### src/verilog/cpu_pkg.sv
package cpu_pkg;

    // ==============================
    // Widths and basic types
    // ==============================
    localparam int XLEN  = 32;
    localparam int REG_W = 5;

    typedef logic [XLEN-1:0]  word_t;
    typedef logic [REG_W-1:0] reg_id_t;

    localparam word_t RESET_PC = '0;

    // ==============================
    // Instruction encoding
    // ==============================
    localparam logic [5:0] OP_RTYPE = 6'b000000;
    localparam logic [5:0] OP_ADDI  = 6'b001000;
    localparam logic [5:0] OP_LW    = 6'b100011;
    localparam logic [5:0] OP_SW    = 6'b101011;
    localparam logic [5:0] OP_BEQ   = 6'b000100;

    localparam logic [5:0] FUNC_ADD = 6'b100000;
    localparam logic [5:0] FUNC_SUB = 6'b100010;
    localparam logic [5:0] FUNC_AND = 6'b100100;
    localparam logic [5:0] FUNC_OR  = 6'b100101;
    localparam logic [5:0] FUNC_SLT = 6'b101010;

    typedef enum logic [2:0] {
        ALU_ADD,
        ALU_SUB,
        ALU_AND,
        ALU_OR,
        ALU_SLT
    } alu_op_t;

    // ==============================
    // Stage register payloads
    // ==============================

    // All zeros is a bubble
    typedef struct packed {
        logic regwrite;
        logic memread;
        logic memwrite;
        logic memtoreg;
        logic branch;
    } ctrl_t;

    typedef struct packed {
        word_t next_pc;
        word_t instr;
    } if_id_t;

    typedef struct packed {
        ctrl_t   ctrl;
        alu_op_t alu_op;
        logic    alusrc;
        logic    regdst;
        word_t   next_pc;
        word_t   rdata_a;
        word_t   rdata_b;
        word_t   imm;
        reg_id_t rs;
        reg_id_t rt;
        reg_id_t rd;
    } id_ex_t;

    typedef struct packed {
        ctrl_t   ctrl;
        word_t   result;
        logic    zero;
        word_t   store_data;
        word_t   target;
        reg_id_t wa;
    } ex_mem_t;

endpackage
### src/verilog/fwd_if.sv
`timescale 1ns/1ps

interface fwd_if;

    // Write in the memory stage, from EX/MEM
    logic             mem_regwrite;
    cpu_pkg::reg_id_t mem_wa;
    cpu_pkg::word_t   mem_result;

    // Write in the writeback stage, from MEM/WB
    logic             wb_regwrite;
    cpu_pkg::reg_id_t wb_wa;
    cpu_pkg::word_t   wb_data;

    modport source (
        output mem_regwrite, mem_wa, mem_result,
        output wb_regwrite, wb_wa, wb_data
    );

    modport sink (
        input mem_regwrite, mem_wa, mem_result,
        input wb_regwrite, wb_wa, wb_data
    );

endinterface

### src/verilog/pipe_cpu.sv
`timescale 1ns/1ps

module pipe_cpu (
    input  logic              clk,
    input  logic              rst,
    output cpu_pkg::word_t    imem_addr,
    input  cpu_pkg::word_t    imem_rdata,
    output cpu_pkg::word_t    dmem_addr,
    output cpu_pkg::word_t    dmem_wdata,
    output logic              dmem_read,
    output logic              dmem_write,
    input  cpu_pkg::word_t    dmem_rdata,
    output cpu_pkg::reg_id_t  reg_wa,
    output cpu_pkg::word_t    reg_wdata,
    output logic              regwrite
);

    logic              stall;
    logic              taken;
    cpu_pkg::word_t    target;
    cpu_pkg::if_id_t   if_id_d;
    cpu_pkg::if_id_t   if_id_q;
    cpu_pkg::id_ex_t   id_ex_d;
    cpu_pkg::id_ex_t   id_ex_q;
    cpu_pkg::ex_mem_t  ex_mem_d;
    cpu_pkg::ex_mem_t  ex_mem_q;

    fwd_if u_fwd ();

    // ==============================
    // Stages and stage registers
    // ==============================
    fetch_stage u_fetch (
        .clk        (clk),
        .rst        (rst),
        .stall      (stall),
        .taken      (taken),
        .target     (target),
        .imem_rdata (imem_rdata),
        .imem_addr  (imem_addr),
        .if_id_d    (if_id_d)
    );

    pipe_reg #(.T(cpu_pkg::if_id_t)) u_if_id (
        .clk   (clk),
        .rst   (rst),
        .hold  (stall),
        .flush (taken),
        .d     (if_id_d),
        .q     (if_id_q)
    );

    decode_stage u_decode (
        .clk     (clk),
        .rst     (rst),
        .if_id_q (if_id_q),
        .id_ex_q (id_ex_q),
        .fwd     (u_fwd.sink),
        .stall   (stall),
        .id_ex_d (id_ex_d)
    );

    // Load-use bubble enters here
    pipe_reg #(.T(cpu_pkg::id_ex_t)) u_id_ex (
        .clk   (clk),
        .rst   (rst),
        .hold  (1'b0),
        .flush (stall || taken),
        .d     (id_ex_d),
        .q     (id_ex_q)
    );

    execute_stage u_execute (
        .id_ex_q  (id_ex_q),
        .fwd      (u_fwd.sink),
        .ex_mem_d (ex_mem_d)
    );

    pipe_reg #(.T(cpu_pkg::ex_mem_t)) u_ex_mem (
        .clk   (clk),
        .rst   (rst),
        .hold  (1'b0),
        .flush (taken),
        .d     (ex_mem_d),
        .q     (ex_mem_q)
    );

    mem_wb_stage u_mem_wb (
        .clk        (clk),
        .rst        (rst),
        .ex_mem_q   (ex_mem_q),
        .dmem_rdata (dmem_rdata),
        .dmem_addr  (dmem_addr),
        .dmem_wdata (dmem_wdata),
        .dmem_read  (dmem_read),
        .dmem_write (dmem_write),
        .taken      (taken),
        .target     (target),
        .fwd        (u_fwd.source),
        .reg_wa     (reg_wa),
        .reg_wdata  (reg_wdata),
        .regwrite   (regwrite)
    );

endmodule

### src/verilog/mem_wb_stage.sv
`timescale 1ns/1ps

module mem_wb_stage (
    input  logic              clk,
    input  logic              rst,
    input  cpu_pkg::ex_mem_t  ex_mem_q,
    input  cpu_pkg::word_t    dmem_rdata,
    output cpu_pkg::word_t    dmem_addr,
    output cpu_pkg::word_t    dmem_wdata,
    output logic              dmem_read,
    output logic              dmem_write,
    output logic              taken,
    output cpu_pkg::word_t    target,
    fwd_if.source             fwd,
    output cpu_pkg::reg_id_t  reg_wa,
    output cpu_pkg::word_t    reg_wdata,
    output logic              regwrite
);

    logic             wb_regwrite;
    logic             wb_memtoreg;
    cpu_pkg::word_t   wb_result;
    cpu_pkg::word_t   wb_load;
    cpu_pkg::reg_id_t wb_wa;
    cpu_pkg::word_t   wb_data;

    // ==============================
    // Memory stage
    // ==============================
    assign taken  = ex_mem_q.ctrl.branch && ex_mem_q.zero;
    assign target = ex_mem_q.target;

    assign dmem_addr  = ex_mem_q.result;
    assign dmem_wdata = ex_mem_q.store_data;
    assign dmem_read  = ex_mem_q.ctrl.memread;
    assign dmem_write = ex_mem_q.ctrl.memwrite;

    assign fwd.mem_regwrite = ex_mem_q.ctrl.regwrite;
    assign fwd.mem_wa       = ex_mem_q.wa;
    assign fwd.mem_result   = ex_mem_q.result;

    // MEM/WB register
    always_ff @(posedge clk)
    begin
        if (rst)
        begin
            wb_regwrite <= 1'b0;
            wb_memtoreg <= 1'b0;
        end
        else
        begin
            wb_regwrite <= ex_mem_q.ctrl.regwrite;
            wb_memtoreg <= ex_mem_q.ctrl.memtoreg;
        end
    end

    always_ff @(posedge clk)
    begin
        wb_result <= ex_mem_q.result;
        wb_load   <= dmem_rdata;
        wb_wa     <= ex_mem_q.wa;
    end

    // ==============================
    // Writeback
    // ==============================
    assign wb_data = wb_memtoreg ? wb_load : wb_result;

    assign fwd.wb_regwrite = wb_regwrite;
    assign fwd.wb_wa       = wb_wa;
    assign fwd.wb_data     = wb_data;

    assign reg_wa    = wb_wa;
    assign reg_wdata = wb_data;
    assign regwrite  = wb_regwrite;

endmodule

### src/verilog/execute_stage.sv
`timescale 1ns/1ps

module execute_stage (
    input  cpu_pkg::id_ex_t   id_ex_q,
    fwd_if.sink               fwd,
    output cpu_pkg::ex_mem_t  ex_mem_d
);

    cpu_pkg::word_t   opa;
    cpu_pkg::word_t   fwd_b;
    cpu_pkg::word_t   opb;
    cpu_pkg::word_t   result;
    cpu_pkg::word_t   imm_sh2;
    cpu_pkg::reg_id_t dest;
    logic             slt;

    // Youngest producer wins, EX/MEM before MEM/WB
    function automatic cpu_pkg::word_t fwd_sel(
        input cpu_pkg::reg_id_t src,
        input cpu_pkg::word_t   reg_val
    );
        if (fwd.mem_regwrite && fwd.mem_wa != '0 && fwd.mem_wa == src)
            return fwd.mem_result;
        else if (fwd.wb_regwrite && fwd.wb_wa != '0 && fwd.wb_wa == src)
            return fwd.wb_data;
        return reg_val;
    endfunction

    // ==============================
    // Operand select
    // ==============================
    always_comb
    begin
        opa   = fwd_sel(id_ex_q.rs, id_ex_q.rdata_a);
        fwd_b = fwd_sel(id_ex_q.rt, id_ex_q.rdata_b);
    end

    assign opb = id_ex_q.alusrc ? id_ex_q.imm : fwd_b;

    // ==============================
    // ALU
    // ==============================
    assign slt = $signed(opa) < $signed(opb);

    always_comb
    begin
        case (id_ex_q.alu_op)
            cpu_pkg::ALU_ADD: result = opa + opb;
            cpu_pkg::ALU_SUB: result = opa - opb;
            cpu_pkg::ALU_AND: result = opa & opb;
            cpu_pkg::ALU_OR:  result = opa | opb;
            cpu_pkg::ALU_SLT: result = {{(cpu_pkg::XLEN-1){1'b0}}, slt};
            default:          result = opa + opb;
        endcase
    end

    // Destination and branch target
    assign dest    = id_ex_q.regdst ? id_ex_q.rd : id_ex_q.rt;
    assign imm_sh2 = {id_ex_q.imm[cpu_pkg::XLEN-3:0], 2'b00};

    always_comb
    begin
        ex_mem_d.ctrl          = id_ex_q.ctrl;
        // A write to r0 is dropped here so it never reaches writeback
        ex_mem_d.ctrl.regwrite = id_ex_q.ctrl.regwrite && dest != '0;
        ex_mem_d.result        = result;
        ex_mem_d.zero          = result == '0;
        ex_mem_d.store_data    = fwd_b;
        ex_mem_d.target        = id_ex_q.next_pc + imm_sh2;
        ex_mem_d.wa            = dest;
    end

endmodule

### src/verilog/decode_stage.sv
`timescale 1ns/1ps

module decode_stage (
    input  logic              clk,
    input  logic              rst,
    input  cpu_pkg::if_id_t   if_id_q,
    input  cpu_pkg::id_ex_t   id_ex_q,
    fwd_if.sink               fwd,
    output logic              stall,
    output cpu_pkg::id_ex_t   id_ex_d
);

    logic [5:0]       opcode;
    logic [5:0]       func;
    cpu_pkg::reg_id_t rs;
    cpu_pkg::reg_id_t rt;
    cpu_pkg::reg_id_t rd;
    cpu_pkg::word_t   imm_sext;
    cpu_pkg::ctrl_t   ctrl;
    cpu_pkg::alu_op_t alu_op;
    logic             alusrc;
    logic             regdst;
    cpu_pkg::word_t   regs [32];
    cpu_pkg::word_t   rdata_a;
    cpu_pkg::word_t   rdata_b;

    // ==============================
    // Field breakout
    // ==============================
    assign opcode   = if_id_q.instr[31:26];
    assign rs       = if_id_q.instr[25:21];
    assign rt       = if_id_q.instr[20:16];
    assign rd       = if_id_q.instr[15:11];
    assign func     = if_id_q.instr[5:0];
    assign imm_sext = {{16{if_id_q.instr[15]}}, if_id_q.instr[15:0]};

    // ==============================
    // Control decode
    // ==============================
    always_comb
    begin
        ctrl   = '0;
        alu_op = cpu_pkg::ALU_ADD;
        alusrc = 1'b0;
        regdst = 1'b0;
        case (opcode)
            cpu_pkg::OP_RTYPE:
            begin
                regdst = 1'b1;
                ctrl.regwrite = 1'b1;
                case (func)
                    cpu_pkg::FUNC_ADD: alu_op = cpu_pkg::ALU_ADD;
                    cpu_pkg::FUNC_SUB: alu_op = cpu_pkg::ALU_SUB;
                    cpu_pkg::FUNC_AND: alu_op = cpu_pkg::ALU_AND;
                    cpu_pkg::FUNC_OR:  alu_op = cpu_pkg::ALU_OR;
                    cpu_pkg::FUNC_SLT: alu_op = cpu_pkg::ALU_SLT;
                    // Unknown function, so a bubble (covers the all-zero word)
                    default:           ctrl.regwrite = 1'b0;
                endcase
            end
            cpu_pkg::OP_ADDI:
            begin
                alusrc = 1'b1;
                ctrl.regwrite = 1'b1;
            end
            cpu_pkg::OP_LW:
            begin
                alusrc = 1'b1;
                ctrl.regwrite = 1'b1;
                ctrl.memread  = 1'b1;
                ctrl.memtoreg = 1'b1;
            end
            cpu_pkg::OP_SW:
            begin
                alusrc = 1'b1;
                ctrl.memwrite = 1'b1;
            end
            cpu_pkg::OP_BEQ:
            begin
                alu_op = cpu_pkg::ALU_SUB;
                ctrl.branch = 1'b1;
            end
            default:
            begin
                ctrl = '0;
            end
        endcase
    end

    // ==============================
    // Register file
    // ==============================
    always_ff @(posedge clk)
    begin
        if (rst)
        begin
            for (int i = 0; i < 32; i++)
                regs[i] <= '0;
        end
        else if (fwd.wb_regwrite && fwd.wb_wa != '0)
        begin
            regs[fwd.wb_wa] <= fwd.wb_data;
        end
    end

    // Same-cycle write is visible to the read
    always_comb
    begin
        if (rs == '0)
            rdata_a = '0;
        else if (fwd.wb_regwrite && fwd.wb_wa == rs)
            rdata_a = fwd.wb_data;
        else
            rdata_a = regs[rs];
    end

    always_comb
    begin
        if (rt == '0)
            rdata_b = '0;
        else if (fwd.wb_regwrite && fwd.wb_wa == rt)
            rdata_b = fwd.wb_data;
        else
            rdata_b = regs[rt];
    end

    // Load in EX feeding this instruction
    assign stall = id_ex_q.ctrl.memread && (id_ex_q.rt == rs || id_ex_q.rt == rt);

    always_comb
    begin
        id_ex_d.ctrl    = ctrl;
        id_ex_d.alu_op  = alu_op;
        id_ex_d.alusrc  = alusrc;
        id_ex_d.regdst  = regdst;
        id_ex_d.next_pc = if_id_q.next_pc;
        id_ex_d.rdata_a = rdata_a;
        id_ex_d.rdata_b = rdata_b;
        id_ex_d.imm     = imm_sext;
        id_ex_d.rs      = rs;
        id_ex_d.rt      = rt;
        id_ex_d.rd      = rd;
    end

endmodule

### src/verilog/fetch_stage.sv
`timescale 1ns/1ps

module fetch_stage (
    input  logic              clk,
    input  logic              rst,
    input  logic              stall,
    input  logic              taken,
    input  cpu_pkg::word_t    target,
    input  cpu_pkg::word_t    imem_rdata,
    output cpu_pkg::word_t    imem_addr,
    output cpu_pkg::if_id_t   if_id_d
);

    cpu_pkg::word_t pc;
    cpu_pkg::word_t pc_plus4;

    assign pc_plus4 = pc + cpu_pkg::word_t'(4);

    // Redirect first, then load-use hold, else sequential
    always_ff @(posedge clk)
    begin
        if (rst)
            pc <= cpu_pkg::RESET_PC;
        else if (taken)
            pc <= target;
        else if (!stall)
            pc <= pc_plus4;
    end

    assign imem_addr = pc;

    // Instruction memory answers in the same cycle
    assign if_id_d.next_pc = pc_plus4;
    assign if_id_d.instr   = imem_rdata;

endmodule

### src/verilog/pipe_reg.sv
`timescale 1ns/1ps

module pipe_reg #(
    parameter type T = logic
) (
    input  logic clk,
    input  logic rst,
    input  logic hold,
    input  logic flush,
    input  T     d,
    output T     q
);

    // Flush wins over hold, and a cleared payload is a bubble
    always_ff @(posedge clk)
    begin
        if (rst || flush)
        begin
            q <= '0;
        end
        else if (!hold)
        begin
            q <= d;
        end
    end

endmodule

### config.mk
export PLATFORM = sky130hd
export DESIGN_NAME = pipe_cpu
export DESIGN_NICKNAME = d
export VERILOG_FILES = /design/src/verilog/cpu_pkg.sv /design/src/verilog/fwd_if.sv /design/src/verilog/pipe_cpu.sv /design/src/verilog/mem_wb_stage.sv /design/src/verilog/execute_stage.sv /design/src/verilog/decode_stage.sv /design/src/verilog/fetch_stage.sv /design/src/verilog/pipe_reg.sv
export SDC_FILE = /design/constraint.sdc
export NUM_CORES = 2
export LEC_CHECK = 0
export BUFFER_PORTS_ARGS = -buffer_cell sky130_fd_sc_hd__buf_4
export CORE_MARGIN = 2
export CORE_UTILIZATION = 50
export DETAILED_ROUTE_END_ITERATION = 8
export GPL_TIMING_DRIVEN = 0
export PLACE_DENSITY_LB_ADDON = 0.2
export SLEW_MARGIN = 20
export SYNTH_ARGS = -nofsm -noshare
export SYNTH_HDL_FRONTEND = slang
export SYNTH_HIERARCHICAL = 1
export SYNTH_SLANG_ARGS = --single-unit
### constraint.sdc
create_clock -name clk -period 8.8 [get_ports clk]
set_input_delay 0 -clock clk [delete_from_list [all_inputs] [get_ports clk]]
set_output_delay 0 -clock clk [all_outputs]
set_load 0.01 [all_outputs]
==> reports/qor.yml <==
cts_buffers: 162
hold-worst-slack_ns: 0.125
fp.dieH_um: 408
clock_path_buffers: 3
die_w_um: 408
period_needed_ns: 8.31
fin_setup_tns_ns: 0
ys_seq_area_share_pct: 48.0
wl_per_cell_um: 42.0
rrSetupSlack_ns: 0.49
routed_wirelength_um: 407000
async_flop_share_pct: 0
drtAntennaViolNets: 0
status: "finished, final reports clean"
synth_cells: 6832
cts_setup_buffers: 0
place_inst: 9225
fmax_mhz: 120
final_area_mm2: 0.0931
hold_depth: 3
drv_slew: 0
core_mm2: 0.163
path_max_fanout: 10
reg2reg_depth: 21
grt_overflow_total: 0
drt_iter0_markers: 10332
leakagePower_nw: 35.4
design.die.area_mm2: 0.167
start_util_pct: 50.3
dpl_cell_area_mm2: 0.0864
synthTopCellsByCount: "edfxtp_1 (1,024), and2_1 (1,002), mux2i_1 (685), nor2_1 (497), dfxtp_1 (427)"
critPathKind: "reg2reg"
slew_headroom_pct: 6.74
syn-cell-area_mm2: 0.0818
synth_area_leader_cell: "edfxtp_1"
syn_to_final_growth_pct: 13.8
drive_above_1_share_pct: 20.7
ir_drop_mv: 0.239
insertion_delay_ns: 0.86
yosysMostFrequentCell: "edfxtp_1"
finalCritPeriodShare_pct: 94.4
grt_pass1_vias: 61598
synth_warnings: 6
rsz0062_at_grt: "false"
pin_count: 202
cts_tree: "done"
hold_violations: 0
dpl.hpwl_um: 293000
ys.flop_type: "edfxtp_1"
worst_slew_pin_slew_ns: 1.38
startpoint_type: "flip-flop"
r2r-start: "u_mem_wb/fwd.wb_regwrite$_SDFF_PP0_"
antenna_found_initial: 37
gp_congestion: 1.11
vias: 65386
via_per_inst: 6.75
setup_violations: 0
worstPathRequired_ns: 9.57
cts-root-buf: "clkbuf_16"
drc: 0
port_buffers: 169
avgSynthCellArea_um2: 12.0
clock_skew_ns: 0.0344
first_pass_iters: 8
fin_cells: 9680
min_from: "rst"
maxCapViolCount: 0
grt_pass1_wl_um: 536000
track_usage_pct: 48.0
cts_htree_levels: 4
synth_seq_cells: 1451
worst_r2r_endpoint: "u_ex_mem/q[69]$_SDFFE_PP0N_"
fp-row-count: 148
synthTopCellsByArea: "edfxtp_1 (38%), mux4_2 (11%), dfxtp_1 (10%)"
clk_pin_slew_ns: 0.06
powerDensity_mw_per_mm2: 189
end_kind: "flip-flop"
netlist.area_leader.share_pct: 37.6
hp-class: "in2reg"
hold_end: "u_mem_wb/wb_memtoreg$_SDFF_PP0_"
arrival_ns: 9.08
synth_edf_count: 1024
synth.distinct_cells: 96
final_net_count: 7546
grt_max_degree: 33
cts.sinks: 1451
## final cells by class
| type | instances | area (um2) |
|---|---|---|
| fill | 13795 | 69500 |
| sequential | 1451 | 39300 |
| multi-input combinational | 4422 | 37300 |
| buffer | 872 | 5150 |
| clock buffer | 210 | 4420 |
| timing repair buffer | 323 | 2930 |
| tap | 2175 | 2720 |
| clock inverter | 81 | 757 |
| inverter | 119 | 447 |
| antenna | 27 | 67.6 |
## per-stage QoR
step | total power, mW | worst slack, ns | utilization, %
after global placement | 10.6 | 0.143 | 52.8
after global routing | 17.8 | 0.143 | 57.2
after floorplan | 9.28 | 2.52 | -
after CTS | 17.3 | 0.364 | 57.1
final | 17.6 | 0.493 | 57.3
after detailed placement | 10.6 | 0.376 | 53.1
## critical path: stages, from the launching register on
cell and delay [ns]:
dfxtp_1 0.69, o21ai_0 0.40, nor4_4 0.67, clkbuf_1 0.66
mux2i_1 0.30, o21ai_0 0.23, mux2_2 0.39, ha_1 0.30
clkbuf_1 0.37, nand4_1 0.30, or4_1 0.51, a211o_1 0.34
a31o_2 0.28, a221oi_1 0.61, a21oi_1 0.24, o21bai_1 0.37
nand2_1 0.10, a311o_1 0.36, o21a_1 0.25, nor4b_4 0.61
mux2i_1 0.14, nor2_1 0.11
## cells in the final DEF (no fill, tap or decap), types with 22 or more instances in the layout
cell type	instances
nand2b_1	22
buf_2	97
nor2b_1	34
clkinv_2	31
dfxtp_1	427
clkbuf_2	54
a21oi_1	180
diode_2	27
nor3_1	27
o22ai_1	35
a221o_1	28
nand3_1	66
a31oi_1	23
o221a_2	30
clkbuf_1	363
o211ai_1	47
mux2_2	38
clkbuf_16	167
mux2_4	30
xor2_1	49
or4_1	24
a221oi_1	31
mux2i_1	682
a22oi_1	173
nor2_1	496
buf_4	508
conb_1	34
a211oi_1	36
o221ai_1	23
ha_1	126
mux4_2	395
and2_1	1002
inv_1	119
edfxtp_1	1024
o21ai_0	156
nand2_1	216
dlygate4sd3_1	130
buf_6	50
xnor2_1	60
o31ai_1	22
## per-layer routing
| metal | vias up | routed length [um] | share of wire [%] | track usage, % |
|---|---|---|---|---|
| met2 | 5372 | 168000 | 41 | 68.2 |
| met5 | - | 293 | 0.072 | 0.575 |
| li1 | 25934 | - | - | - |
| met1 | 32637 | 137000 | 34 | 55.4 |
| met3 | 1419 | 57700 | 14 | 20.7 |
| met4 | 24 | 43700 | 11 | 41.5 |
## timing repair
item | 4_1_cts | 5_1_grt
endpoints found under the hold margin | 103 | 0
endpoints found under the setup margin | 0 | 1
gates resized for setup | 0 | 3
hold buffers | 130 | 0
## registers in the layout, summed over array words and instances, names as in the netlist
name and count:
u_decode/regs 1024, u_id_ex/q 153, u_ex_mem/q 107, u_if_id/q 64, u_fetch/imem_addr 32, u_mem_wb/wb_load 32, u_mem_wb/wb_result 32, u_mem_wb/fwd.wb_wa 5
u_mem_wb/fwd.wb_regwrite 1, u_mem_wb/wb_memtoreg 1
## worst max-delay path by stage
| stage | from | end | slack, ns | depth (start not counted) |
|---|---|---|---|---|
| 3_3_place_gp | u_mem_wb/fwd.wb_regwrite$_SDFF_PP0_ | u_ex_mem/q[69]$_SDFFE_PP0N_ | 0.14 | 21 |
| 3_5_place_dp | u_mem_wb/fwd.wb_regwrite$_SDFF_PP0_ | u_ex_mem/q[69]$_SDFFE_PP0N_ | 0.38 | 21 |
| 6_report | u_mem_wb/fwd.wb_regwrite$_SDFF_PP0_ | u_ex_mem/q[69]$_SDFFE_PP0N_ | 0.49 | 21 |
| 4_1_cts | u_mem_wb/fwd.wb_regwrite$_SDFF_PP0_ | u_ex_mem/q[69]$_SDFFE_PP0N_ | 0.36 | 21 |
| 2_1_floorplan | u_id_ex/q[9]$_SDFFE_PP0N_ | u_ex_mem/q[69]$_SDFFE_PP0N_ | 2.52 | 21 |
| 5_1_grt | u_mem_wb/fwd.wb_regwrite$_SDFF_PP0_ | u_ex_mem/q[69]$_SDFFE_PP0N_ | 0.14 | 21 |
## kinds of logic after synthesis
kind of cell	share of synthesized area [%]
AO/OA/AOI/OAI	8.11
flip-flops	48.0
multiplexers	20.3
buffers and inverters	6.75
adder cells (fa/ha/maj)	2.00
AND/OR/NAND/NOR	13.6
XOR/XNOR	1.19
other	0.00918
## where the power goes
part	internal (mW)	leakage (nW)	total (mW)	switching, mW
clock network	3.84	2.54	6.82	2.98
registers	7.55	14.0	7.73	0.182
logic	0.955	18.8	3.02	2.06
total	12.4	35.4	17.6	5.22
Note: power is estimated with default switching activity, not from simulation.
